$ cat src/mem_fabric_config.svh
/* Memory map and width constants for the hart memory fabric.
   Include wherever an address range, RAM depth or APB width is needed. */

`ifndef MEM_FABRIC_CONFIG_SVH
`define MEM_FABRIC_CONFIG_SVH

// ==============================
// Program RAM
// ==============================
// 16 KB of word storage behind the base window
`define RAM_BASE_ADDR    32'h0001_0000
`define RAM_WORDS        4096
`define RAM_INDEX_BITS   12
// Upper 18 address bits all ones alias into RAM through the low 14 bits
`define RAM_ALIAS_TAG    18'h3FFFF

// ==============================
// Debug Module and test support
// ==============================
// Progbuf, debug ROM and flag area, reached over APB in debug mode
`define DEBUG_AREA_START 32'h0000_0200
`define DEBUG_AREA_END   32'h0000_0FFF
`define TOHOST_ADDR      32'h8000_1000
`define APB_ADDR_BITS    13

`endif

$ cat src/mem_fabric_pkg.sv
/* Shared types of the memory fabric: vector widths, port structs and FSM enums.
   Modules pull these in with a wildcard import in their header. */

`include "mem_fabric_config.svh"

package mem_fabric_pkg;

  // Plain vectors with a meaning
  typedef logic [31:0]                   word_t;
  typedef logic [31:0]                   addr_t;
  typedef logic [`RAM_INDEX_BITS-1:0]    ram_index_t;
  typedef logic [`APB_ADDR_BITS-1:0]     apb_addr_t;

  // ==============================
  // Core side
  // ==============================
  typedef struct packed {addr_t addr; logic rready;} imem_req_t;
  typedef struct packed {word_t rdata; logic rvalid;} imem_rsp_t;
  typedef struct packed {addr_t addr; logic wvalid; word_t wdata; logic rready;} dmem_req_t;
  typedef struct packed {word_t rdata; logic rvalid; logic wready;} dmem_rsp_t;

  // ==============================
  // APB toward the Debug Module
  // ==============================
  typedef struct packed {
    apb_addr_t paddr;
    logic      psel;
    logic      penable;
    logic      pwrite;
    word_t     pwdata;
  } apb_req_t;
  typedef struct packed {word_t prdata; logic pready; logic pslverr;} apb_rsp_t;

  // Internal links between router, RAM and bridge
  typedef struct packed {logic rd_en; logic wr_en; ram_index_t index; word_t wdata;} ram_port_t;
  typedef struct packed {word_t rdata; logic valid;} ram_rsp_t;
  // Bridge completions, one pulse per originating port
  typedef struct packed {word_t rdata; logic rvalid_i; logic rvalid_d; logic wready_d;} dbg_rsp_t;

  typedef enum logic [1:0] {REGION_RAM, REGION_DEBUG, REGION_NONE} region_t;
  typedef enum logic [1:0] {ST_IDLE, ST_SETUP, ST_ACCESS, ST_ERROR} apb_state_t;

endpackage

$ cat src/debug_apb_master.sv
/* APB master toward the Debug Module for debug-area fetches and data accesses.
   Data requests win over fetches; an error drops the transfer so the core retries. */

`include "mem_fabric_config.svh"

module debug_apb_master import mem_fabric_pkg::*; (
  input  logic     clk,
  input  logic     reset_n,
  input  logic     i_debug_mode,
  input  logic     i_fetch_req,
  input  logic     i_read_req,
  input  logic     i_write_req,
  input  addr_t    i_fetch_addr,
  input  addr_t    i_data_addr,
  input  word_t    i_wdata,
  output apb_req_t o_apb,
  input  apb_rsp_t i_apb,
  output dbg_rsp_t o_dbg
);

  apb_state_t state_q;
  apb_state_t state_d;

  // Transfer captured on the edge that leaves idle
  apb_addr_t addr_q;
  word_t     wdata_q;
  logic      write_q;
  logic      from_data_q;

  logic data_req;
  logic start;
  logic done;

  assign data_req = i_read_req || i_write_req;
  assign start    = i_debug_mode && (state_q == ST_IDLE) && (data_req || i_fetch_req);
  // Completion needs pready, pslverr alone is not an answer
  assign done     = i_debug_mode && (state_q == ST_ACCESS) && i_apb.pready;

  // ==============================
  // State machine
  // ==============================
  always_comb
  begin
    state_d = state_q;
    case (state_q)
      ST_IDLE:
        if (data_req || i_fetch_req)
          state_d = ST_SETUP;
      ST_SETUP:
        state_d = ST_ACCESS;
      ST_ACCESS:
        if (i_apb.pready)
          state_d = ST_IDLE;
        else if (i_apb.pslverr)
          state_d = ST_ERROR;
      // One dead cycle, the held request then starts over from idle
      ST_ERROR:
        state_d = ST_IDLE;
      default:
        state_d = ST_IDLE;
    endcase
  end

  always_ff @(posedge clk or negedge reset_n)
  begin
    if (!reset_n)
      state_q <= ST_IDLE;
    else if (!i_debug_mode)
      // Leaving debug mode abandons any transfer
      state_q <= ST_IDLE;
    else
      state_q <= state_d;
  end

  always_ff @(posedge clk or negedge reset_n)
  begin
    if (!reset_n)
    begin
      write_q     <= 1'b0;
      from_data_q <= 1'b0;
    end
    else if (start)
    begin
      write_q     <= i_write_req;
      from_data_q <= data_req;
    end
  end

  always_ff @(posedge clk)
  begin
    if (start)
    begin
      addr_q  <= data_req ? i_data_addr[`APB_ADDR_BITS-1:0] : i_fetch_addr[`APB_ADDR_BITS-1:0];
      wdata_q <= i_wdata;
    end
  end

  // ==============================
  // APB drive and core completions
  // ==============================
  always_comb
  begin
    o_apb.paddr   = addr_q;
    o_apb.psel    = i_debug_mode && ((state_q == ST_SETUP) || (state_q == ST_ACCESS));
    o_apb.penable = i_debug_mode && (state_q == ST_ACCESS);
    o_apb.pwrite  = write_q;
    o_apb.pwdata  = wdata_q;
  end

  // Pulse goes back to the port that started the transfer
  always_comb
  begin
    o_dbg.rdata    = i_apb.prdata;
    o_dbg.rvalid_i = done && !from_data_q;
    o_dbg.rvalid_d = done && from_data_q && !write_q;
    o_dbg.wready_d = done && from_data_q && write_q;
  end

endmodule

$ cat config.mk
export PLATFORM = sky130hd
export DESIGN_NAME = debug_apb_master
export DESIGN_NICKNAME = d
export VERILOG_FILES = /design/src/mem_fabric_pkg.sv /design/src/debug_apb_master.sv
export VERILOG_INCLUDE_DIRS = /design/src
export SDC_FILE = /design/constraint.sdc
export NUM_CORES = 1
export LEC_CHECK = 0
export BUFFER_PORTS_ARGS = -buffer_cell sky130_fd_sc_hd__buf_4
export CAP_MARGIN = 10
export CELL_PAD_IN_SITES_DETAIL_PLACEMENT = 0
export CELL_PAD_IN_SITES_GLOBAL_PLACEMENT = 2
export CORE_UTILIZATION = 21
export DETAILED_ROUTE_END_ITERATION = 10
export PLACE_DENSITY_LB_ADDON = 0.3
export SYNTH_ARGS = -nofsm -noshare
export SYNTH_HDL_FRONTEND = slang
export SYNTH_SLANG_ARGS = --single-unit
$ cat constraint.sdc
create_clock -name clk -period 5.05 [get_ports clk]
set_input_delay 0.505 -clock clk [delete_from_list [all_inputs] [get_ports clk]]
set_output_delay 0.505 -clock clk [all_outputs]
set_load 0.05 [all_outputs]
==> metrics.txt <==
first-pass GRT wire length=~6200 um; total CTS buffers=5; reported net switching power=331 uW; final instance area=3010 um^2; TritonCTS clock tree=built; full die area=10400 um^2; number of port buffers=116; sequential fraction of the synthesis area=68.9%; fraction of layout cells with a size suffix above 1=between 60% and 70%; Post-layout nets=approximately 360; number of vias in the routed layout=1290; post-route met1 wirelength=1980 um; worst endpoint required time=4.55 ns; Async SR Flop Fraction=8.16%; top cell type by total area after synthesis=edfxtp_1; Starting Density=approximately 22%; multi-input logic area=roughly 380 um^2; number of inserted filler cells in the final layout=approximately 1000; largest net degree at the start of global routing=35; top-area cell type share of the netlist area=roughly 64%; die extent in y=102 um; antenna violations before repair=0; Post-Synthesis Cells=126; Ys Warns=0; CP max FO=3; relative max-transition margin=59.0%; Post-DRT Antenna Nets=0; terminating pin of the worst hold path=wdata_q[24]; Total Power Consumption=1.07 mW; most used flip-flop cell after synthesis=edfxtp_1; WL/cell=13.4 um; Hold Vio Cnt, Final=0; FF-to-FF path depth=5; worst hold-check path type=primary input to flip-flop; static power due to leakage=1.27 nW; number of flops mapped to enable cells by yosys=45; Post-Synthesis Cell Area=2110 um^2; Synth-to-Final Area Change=43.0%; highest achievable clock rate=473 MHz; source of the worst hold timing path=i_wdata[24]; Reg-to-Reg Start=state_q[0]; distinct cell type count after synthesis=22; Internal Dissipation=about 740 uW; final hold slack=0.380 ns; drt first-iter violations=26; total clock sinks=49; slowest CP cell=dfrtp_1; wire length on met3=588 um; Clock Tree Root=clkbuf_8; reg2reg end=wdata_q[10]; switching fraction of total power=a little under a third; number of global-route vias before repair=about 1.2k; GRT Util Overall=8.20%; highest metal layer with signal wires=met4; CTS Buffer Depth=2; synthesized net count=around 260; gp weighted congestion=0.639; portion of total power attributed to the clock network=25.6%; Pre-Repair DR Iteration Count=4; category of the worst setup path capture point=primary output; Total Wirelength=4690 um; power share of the sequential group=47.4%; Cell Chain, Critical Path=inv_1 -> ha_1 -> and2_1 -> nand3_1 -> nor2_1 -> buf_4; cell with the most instances after synthesis=edfxtp_1; final setup violation count=0; Worst VDD drop=0.000130 V; detailed route wirelength on metal2=2000 um; number of storage elements in the synthesis netlist=49; CTS clock-pin slew for the worst setup and hold paths=0.09 ns; syn_area_per_cell=16.7 um^2; critical path launch point type=flip-flop; Max Cap Viol=0; setup repair after global routing missed its margin=false; Post-Place Setup Slack=around 2.9 ns; outcome=completed; placeable core region=9730 um^2; HPWL after detailed placement=3580 um; reg-to-reg setup timing slack=a little under 3 ns; number of H-tree levels=2; fraction of the cycle the final worst path needs=41.9%; insertion delay to the later sink of the worst-skew pair=0.29 ns; final period demand of the worst path=2.11 ns; summed negative setup slack over all endpoints=0 ns; cell area power density=356 nW/um^2; Worst Clk Skew=0.00539 ns; most common library cells after synthesis=edfxtp_1, buf_4, mux2_4; worst setup path category=flip-flop to primary output; sequential cell area=1450 um^2; arrival time of data at the critical path endpoint=1.61 ns; cell area reported after detailed placement=between 2000 and 3000 um^2; Final Max Tran Viols=0; IO Count=219; Post-CTS Resized=0; number of rows in the core area=36; via density per instance=3.68; overflow left after global routing=0; DRC Markers=0; relative contribution of combinational cells to total power=27.0%; slew of the pin with the lowest slew margin=0.613 ns; ant diodes=0; number of stages on the worst hold path=1; chip width=102 um; top cells by area in the synthesized netlist=edfxtp_1, buf_4, mux2_4; slack of the critical path=2.94 ns; max incr delay on CP=0.42 ns
worst max path at each step:
| stage | start | end | slack, ns | cells after the start |
|---|---|---|---|---|
| finish | state_q[0] | o_dbg[0] | 2.94 | 6 |
| global route | state_q[0] | wdata_q[10] | 2.79 | 5 |
| CTS | state_q[0] | addr_q[1] | 2.90 | 5 |
| detailed placement | state_q[0] | addr_q[1] | 2.93 | 5 |
| global placement | state_q[0] | wdata_q[10] | 2.94 | 5 |
| floorplan | state_q[0] | addr_q[0] | 1.96 | 4 |
state kept, by name, summed over array words and instances, names as in the netlist:
register and count:
write_q 1, addr_q 13, wdata_q 32, state_q 2, from_data_q 1
layout make-up:
type	instances	area share, %
Multi-Input combinational cell	40	12.7
Inverter	3	0.374
Clock buffer	5	2.29
Clock inverter	3	1.37
Tap cell	133	5.53
Sequential cell	49	48.2
Timing Repair Buffer	118	29.5
power by group through the flow:
stage	Sequential, mW	Clock (mW)	Combinational, mW
finish	0.508	0.275	0.289
global placement	0.517	0	0.292
CTS	0.509	0.292	0.294
global route	0.513	0.303	0.305
detailed placement	0.518	0	0.293
floorplan	0.632	0	0.139
what timing repair did:
action,in CTS,in global routing
hold buffers,1,0
endpoints found under the hold margin,4,0
buffers inserted,0,0
routing by layer:
metal  GRT usage (%)  vias to the layer above
met2            11.9                       95
met1            10.3                      574
met3            3.15                       23
li1                -                      598
met4            4.95                        0
met5               0                        -
cells in the final DEF, fill, tap and decap left out, drive strengths merged:
cell	n
nand2	3
buf	117
bufinv	1
nor2b	1
and3b	1
inv	3
ha	2
nand3b	1
and2	3
clkbuf	5
o21ai	2
mux2i	1
mux2	13
a2bb2oi	1
nand3	2
o2bb2a	1
clkinvlp	1
nor3	1
clkinv	1
dfrtp	4
edfxtp	45
nor2	7
o2bb2ai	1
dlygate4sd3	1
through the flow:
stage / cells / utilization (%)
after floorplan: 126 / -
after global placement: 342 / 29.7
after detailed placement: 342 / 29.7
after CTS: 351 / 30.9
after global routing: 351 / 30.9
final: 351 / 30.9
critical path: cells and delay by family (launching register included):
| family | cells | cell delay (ns) |
|---|---|---|
| adder cells (fa/ha/maj) | 1 | 0.18 |
| AND/OR/NAND/NOR | 3 | 0.43 |
| buffers and inverters | 2 | 0.29 |
| flip-flops | 1 | 0.42 |
cells by family (layout without fill, tap and decap cells):
logic type	count (synthesis)	in the layout	synth area share [%]
buffers and inverters	37	129	13.3
flip-flops	49	49	68.9
multiplexers	14	14	9.03
adder cells (fa/ha/maj)	2	2	1.19
AND/OR/NAND/NOR	19	19	5.05
AO/OA/AOI/OAI	5	5	2.55
Power figures use the tool's default switching activity.
