## src/mem_fabric_config.svh

```systemverilog
/* Memory map and width constants for the hart memory fabric.
   Include wherever an address range, RAM depth or APB width is needed. */

`ifndef MEM_FABRIC_CONFIG_SVH
`define MEM_FABRIC_CONFIG_SVH

// ==============================
// Program RAM
// ==============================
// 16 KB of word storage behind the base window
`define RAM_BASE_ADDR    32'h0001_0000
`define RAM_WORDS        4096
`define RAM_INDEX_BITS   12
// Upper 18 address bits all ones alias into RAM through the low 14 bits
`define RAM_ALIAS_TAG    18'h3FFFF

// ==============================
// Debug Module and test support
// ==============================
// Progbuf, debug ROM and flag area, reached over APB in debug mode
`define DEBUG_AREA_START 32'h0000_0200
`define DEBUG_AREA_END   32'h0000_0FFF
`define TOHOST_ADDR      32'h8000_1000
`define APB_ADDR_BITS    13

`endif

```

## src/mem_fabric_pkg.sv

```systemverilog
/* Shared types of the memory fabric: vector widths, port structs and FSM enums.
   Modules pull these in with a wildcard import in their header. */

`include "mem_fabric_config.svh"

package mem_fabric_pkg;

  // Plain vectors with a meaning
  typedef logic [31:0]                   word_t;
  typedef logic [31:0]                   addr_t;
  typedef logic [`RAM_INDEX_BITS-1:0]    ram_index_t;
  typedef logic [`APB_ADDR_BITS-1:0]     apb_addr_t;

  // ==============================
  // Core side
  // ==============================
  typedef struct packed {addr_t addr; logic rready;} imem_req_t;
  typedef struct packed {word_t rdata; logic rvalid;} imem_rsp_t;
  typedef struct packed {addr_t addr; logic wvalid; word_t wdata; logic rready;} dmem_req_t;
  typedef struct packed {word_t rdata; logic rvalid; logic wready;} dmem_rsp_t;

  // ==============================
  // APB toward the Debug Module
  // ==============================
  typedef struct packed {
    apb_addr_t paddr;
    logic      psel;
    logic      penable;
    logic      pwrite;
    word_t     pwdata;
  } apb_req_t;
  typedef struct packed {word_t prdata; logic pready; logic pslverr;} apb_rsp_t;

  // Internal links between router, RAM and bridge
  typedef struct packed {logic rd_en; logic wr_en; ram_index_t index; word_t wdata;} ram_port_t;
  typedef struct packed {word_t rdata; logic valid;} ram_rsp_t;
  // Bridge completions, one pulse per originating port
  typedef struct packed {word_t rdata; logic rvalid_i; logic rvalid_d; logic wready_d;} dbg_rsp_t;

  typedef enum logic [1:0] {REGION_RAM, REGION_DEBUG, REGION_NONE} region_t;
  typedef enum logic [1:0] {ST_IDLE, ST_SETUP, ST_ACCESS, ST_ERROR} apb_state_t;

endpackage

```

## src/mem_region_router.sv

```systemverilog
/* Address decode for both core ports: steers requests to RAM or the debug
   bridge, merges their completions and keeps the tohost register. */

`include "mem_fabric_config.svh"

module mem_region_router import mem_fabric_pkg::*; (
  input  logic      clk,
  input  logic      reset_n,
  input  logic      i_debug_mode,
  input  imem_req_t i_imem,
  input  dmem_req_t i_dmem,
  output imem_rsp_t o_imem,
  output dmem_rsp_t o_dmem,
  output ram_port_t o_ram_i,
  output ram_port_t o_ram_d,
  input  ram_rsp_t  i_ram_i,
  input  ram_rsp_t  i_ram_d,
  output logic      o_dbg_fetch,
  output logic      o_dbg_read,
  output logic      o_dbg_write,
  input  dbg_rsp_t  i_dbg,
  output word_t     o_tohost
);

  // First address bit above the aliased RAM offset
  localparam int    ALIAS_LSB = `RAM_INDEX_BITS + 2;
  localparam addr_t RAM_LIMIT = addr_t'(`RAM_BASE_ADDR + `RAM_WORDS * 4);

  region_t region_i;
  region_t region_d;
  logic    ram_wr_d;
  logic    tohost_wr;
  word_t   tohost_q;

  // Debug area only exists while the hart is in debug mode
  function automatic region_t classify(input addr_t a, input logic dbg);
    region_t r;
    r = REGION_NONE;
    if (dbg && (a >= `DEBUG_AREA_START) && (a <= `DEBUG_AREA_END))
      r = REGION_DEBUG;
    else if (((a >= `RAM_BASE_ADDR) && (a < RAM_LIMIT)) || (a[31:ALIAS_LSB] == `RAM_ALIAS_TAG))
      r = REGION_RAM;
    return r;
  endfunction

  // Alias addresses use their low bits as is, base window subtracts the base
  function automatic ram_index_t word_index(input addr_t a);
    addr_t offset;
    offset = (a[31:ALIAS_LSB] == `RAM_ALIAS_TAG) ? a : a - `RAM_BASE_ADDR;
    return offset[ALIAS_LSB-1:2];
  endfunction

  assign region_i = classify(i_imem.addr, i_debug_mode);
  assign region_d = classify(i_dmem.addr, i_debug_mode);

  // ==============================
  // Request steering
  // ==============================
  assign ram_wr_d  = i_dmem.wvalid && (region_d == REGION_RAM);
  assign tohost_wr = i_dmem.wvalid && (i_dmem.addr == `TOHOST_ADDR);

  // Fetch port never writes
  assign o_ram_i = '{rd_en: i_imem.rready && (region_i == REGION_RAM), wr_en: 1'b0,
                     index: word_index(i_imem.addr), wdata: '0};
  assign o_ram_d = '{rd_en: i_dmem.rready && (region_d == REGION_RAM), wr_en: ram_wr_d,
                     index: word_index(i_dmem.addr), wdata: i_dmem.wdata};

  assign o_dbg_fetch = i_imem.rready && (region_i == REGION_DEBUG);
  assign o_dbg_read  = i_dmem.rready && (region_d == REGION_DEBUG);
  assign o_dbg_write = i_dmem.wvalid && (region_d == REGION_DEBUG);

  // ==============================
  // Response merge
  // ==============================
  // Unmapped accesses see no valid and no ready
  always_comb
  begin
    o_imem.rvalid = i_ram_i.valid || i_dbg.rvalid_i;
    o_imem.rdata  = (region_i == REGION_DEBUG) ? i_dbg.rdata :
                    (region_i == REGION_RAM)   ? i_ram_i.rdata : '0;
    o_dmem.rvalid = i_ram_d.valid || i_dbg.rvalid_d;
    // RAM and tohost writes complete in the cycle they are seen
    o_dmem.wready = ram_wr_d || tohost_wr || i_dbg.wready_d;
    o_dmem.rdata  = (region_d == REGION_DEBUG) ? i_dbg.rdata :
                    (region_d == REGION_RAM)   ? i_ram_d.rdata : '0;
  end

  // Test result word written by the program
  always_ff @(posedge clk or negedge reset_n)
  begin
    if (!reset_n)
      tohost_q <= '0;
    else if (tohost_wr)
      tohost_q <= i_dmem.wdata;
  end

  assign o_tohost = tohost_q;

endmodule

```

## config.mk

```make
export PLATFORM = sky130hd
export DESIGN_NAME = mem_region_router
export DESIGN_NICKNAME = d
export VERILOG_FILES = /design/src/mem_fabric_pkg.sv /design/src/mem_region_router.sv
export VERILOG_INCLUDE_DIRS = /design/src
export SDC_FILE = /design/constraint.sdc
export NUM_CORES = 1
export LEC_CHECK = 0
export ABC_AREA = 1
export BUFFER_PORTS_ARGS = -buffer_cell sky130_fd_sc_hd__buf_4
export CAP_MARGIN = 0
export CORE_AREA = 2 2 155 157
export DETAILED_ROUTE_END_ITERATION = 8
export DIE_AREA = 0 0 157 159
export HOLD_SLACK_MARGIN = 0.15
export PLACE_DENSITY = 0.44
export SLEW_MARGIN = 20
export SYNTH_ARGS = -nofsm -noshare
export SYNTH_HDL_FRONTEND = slang
export SYNTH_SLANG_ARGS = --single-unit
```

## constraint.sdc

```tcl
create_clock -name clk -period 0.9 [get_ports clk]
set_clock_uncertainty 0.2 [all_clocks]
set_input_delay 0 -clock clk [delete_from_list [all_inputs] [get_ports clk]]
set_output_delay 0 -clock clk [all_outputs]
set_load 0.01 [all_outputs]
```

==> metrics.md <==
| Metric | Value |
|---|---|
| Status | `finished with violations` |
| Failing checks | `negative hold slack, negative setup slack` |
| DRT Pass-1 Iters | `4` |
| Most used DFF post-synth | `dfrtp_1` |
| DRC viols | `0` |
| Post-synth top area cell | `nand2_1` |
| Worst hold path class | `input pin to async pin` |
| Vias in the first global route | `5140` |
| CTS tree | `yes` |
| Via density per instance | `3.949` |
| Worst-Skew Late Latency | `280 ps` |
| Global-route wire length before repair | `29.70 mm` |
| CP required | `700 ps` |
| Sequential share of power | `27.3%` |
| CTS Buf Count | `5` |
| Main combinational cell family by area after synthesis | `simple AND/OR/NAND/NOR gates` |
| Die area | `24960 um^2` |
| Placer Congestion | `0.7819` |
| Setup TNS | `-45640 ps` |
| CTS Buffer Depth | `2` |
| Core Box Area | `23190 um^2` |
| Simple-Gate Fraction of Synth Area | `51.07%` |
| Starting Density | `15.66%` |
| Yosys Warn Count | `0` |
| Clock sink count | `32` |
| Die height | `159 um` |
| Pleak | `4.626 nW` |
| NumNets Final | `1177` |
| Period utilisation layout | `154.5%` |
| I/O Pins | `397` |
| Largest cells by area after synthesis | `nand2_1 28%, dfrtp_1 22%, buf_4 20%, nand4_1 6.4%, nand3_2 5.5%` |
| Most common cell in the netlist | `nand2_1` |
| CP Max Fanout | `9` |
| WP data arrival | `1190 ps` |
| Post-synth top area share | `27.91%` |
| CTS H-tree lvls | `2` |
| Final Hold Fails | `28` |
| Sw frac | `26.40%` |
| Critical path endpoint category | `output port` |
| Final setup slack of the worst path | `-490.4 ps` |
| Share of layout cells above drive strength 1 | `68.51%` |
| RSZ-0062 raised after global routing | `yes` |
| Initial antenna violation count | `1` |
| Global route overflow | `0` |
| Post-Syn Area per Cell | `6.144 um^2` |
| Gate power share | `32.8%` |
| Synth Area in Adders | `0%` |
| Cell area after synthesis | `3631 um^2` |
| CTS root buf | `clkbuf_16` |
| Placed cell areas | `6695 um^2` |
| P&R area growth vs syn | `146.5%` |
| DRT Wirelength | `21.17 mm` |
| DP Worst Slack | `-626.3 ps` |
| F_max | `719.2 MHz` |
| Ant diodes | `0` |
| Async set or reset register ratio after synthesis | `100.0%` |
| Power per cell area | `590.0 nW/um^2` |
| Cell internal pwr | `3.886 mW` |
| Core Rows | `56` |
| Count of final setup violators | `167` |
| Post-route minimum period | `1390 ps` |
| Post-synth EDFFs | `0` |
| IO buf count | `347` |
| Largest register FFs | `32` |
| Mux cell area share after synthesis | `0%` |
| Clock transition at path regs | `60 ps` |
| WS Path Type | `input pin to output port` |
| Synth Register Bits | `32` |
| Final Cell Area | `8949 um^2` |
| Initial drt markers | `83` |
| Mean routed wirelength per cell | `16.36 um` |
| Worst hold margin | `-12.97 ps` |
| Peak supply drop | `0.9085 mV` |
| Switch Pwr | `1.394 mW` |
| Number of routed nets with antenna violations | `0` |
| Overall Global Routing Usage | `15.61%` |
| Max capacitance violation total | `0` |
| Post-Synth XOR/XNOR Area | `0%` |
| Compound-Gate Fraction of Synth Area | `0.2757%` |
| Post-synth top cells | `270 x nand2_1, 95 x buf_4, 52 x nor2_1` |
| Total number of vias | `5110` |
| Slew Limit Fails | `0` |
| Worst Setup Start Kind | `input pin` |
| HPWL after detailed placement | `15.48 mm` |
| Largest net degree at the start of global routing | `33` |
| Die Width | `157 um` |
| Seq/Total Area, Yosys | `22.05%` |
| Clock power frac | `39.9%` |
| Synth cell types | `23` |
| Cell count after synthesis | `591` |
==> cell families (layout without fill, tap and decap cells) <==
group / after synthesis / after routing
other cells: 1 / 33
buf+inv: 142 / 494
compound gates: 2 / 2
flops: 32 / 32
simple gates: 414 / 414
==> critical path: stages <==
cell       delay [ps]
buf_8             100
nor2_4            110
nand2_2            70
nor2_4            180
and2_4            280
clkbuf_16         200
nand3_2            90
nand2_2            60
buf_6              90
==> power by group through the flow <==
stage,Combinational (mW),Sequential (mW),Clock [mW]
final,1.73,1.44,2.11
after global placement,1.39,1.46,0
after detailed placement,1.39,1.46,0
after CTS,1.68,1.44,2.15
after floorplan,0.567,1.47,0
after global routing,1.85,1.44,2.19
==> worst paths after layout <==
path / from / to / cells after the start / slack (ps)
setup / recovery: i_dmem[53] / o_dmem[4] / 9 / -490
hold / removal: reset_n / o_tohost[29]$_DFFE_PN0P_ / 2 / -10
setup reg to reg: o_tohost[31]$_DFFE_PN0P_ / o_tohost[31]$_DFFE_PN0P_ / 3 / -30
hold reg to reg: o_tohost[10]$_DFFE_PN0P_ / o_tohost[10]$_DFFE_PN0P_ / 2 / 300
max in group asynchronous: reset_n / o_tohost[21]$_DFFE_PN0P_ / 2 / 200
min in group clk: i_dmem[43] / o_ram_d[39] / 2 / -10
==> stage by stage <==
stage	cells	utilization [%]	power, mW
after floorplan	623	-	2.033
after global placement	1212	28.87	2.855
after CTS	1286	37.07	5.273
after global routing	1294	38.58	5.480
final	1294	38.58	5.279
after detailed placement	1212	28.87	2.857
==> final cells by class <==
type / count / area (um^2)
repair buffers: 462 / 4506
inverters: 24 / 92.59
flip-flops and latches: 32 / 800.8
fillers: 2385 / 14240
multi-input cells: 449 / 2968
well taps: 319 / 399.1
clock buffers: 7 / 152.6
clock inverters: 1 / 30.03
==> per-layer routing <==
metal,GRT usage [%],vias up,routed length (um),share of wire [%]
met5,0,-,13,0.061
met4,3.211,2,391,1.8
met3,3.103,24,1561,7.4
met2,32.28,248,11940,56
met1,15.60,2331,7271,34
li1,-,2505,-,-
==> layout by cell type, fill, tap and decap left out, drive strengths merged <==
master / netlist / layout
nand2: 272 / 272
bufinv: 0 / 1
nand4: 37 / 37
nor2: 58 / 58
dfrtp: 32 / 32
buf: 115 / 420
clkbuf: 3 / 9
inv: 24 / 24
conb: 1 / 33
or2: 2 / 2
nor3: 3 / 3
and2: 1 / 1
a21oi: 2 / 2
dlygate4sd3: 0 / 40
nand3: 41 / 41
==> what timing repair did <==
item	4_1_cts	5_1_grt
setup endpoints to repair	135	167
gates resized for setup	226	89
pin swaps	26	54
cloned	13	2
endpoints found under the hold margin	188	180
hold buffers	40	32
buffers inserted	13	12
Note: power is estimated with default switching activity, not from simulation.
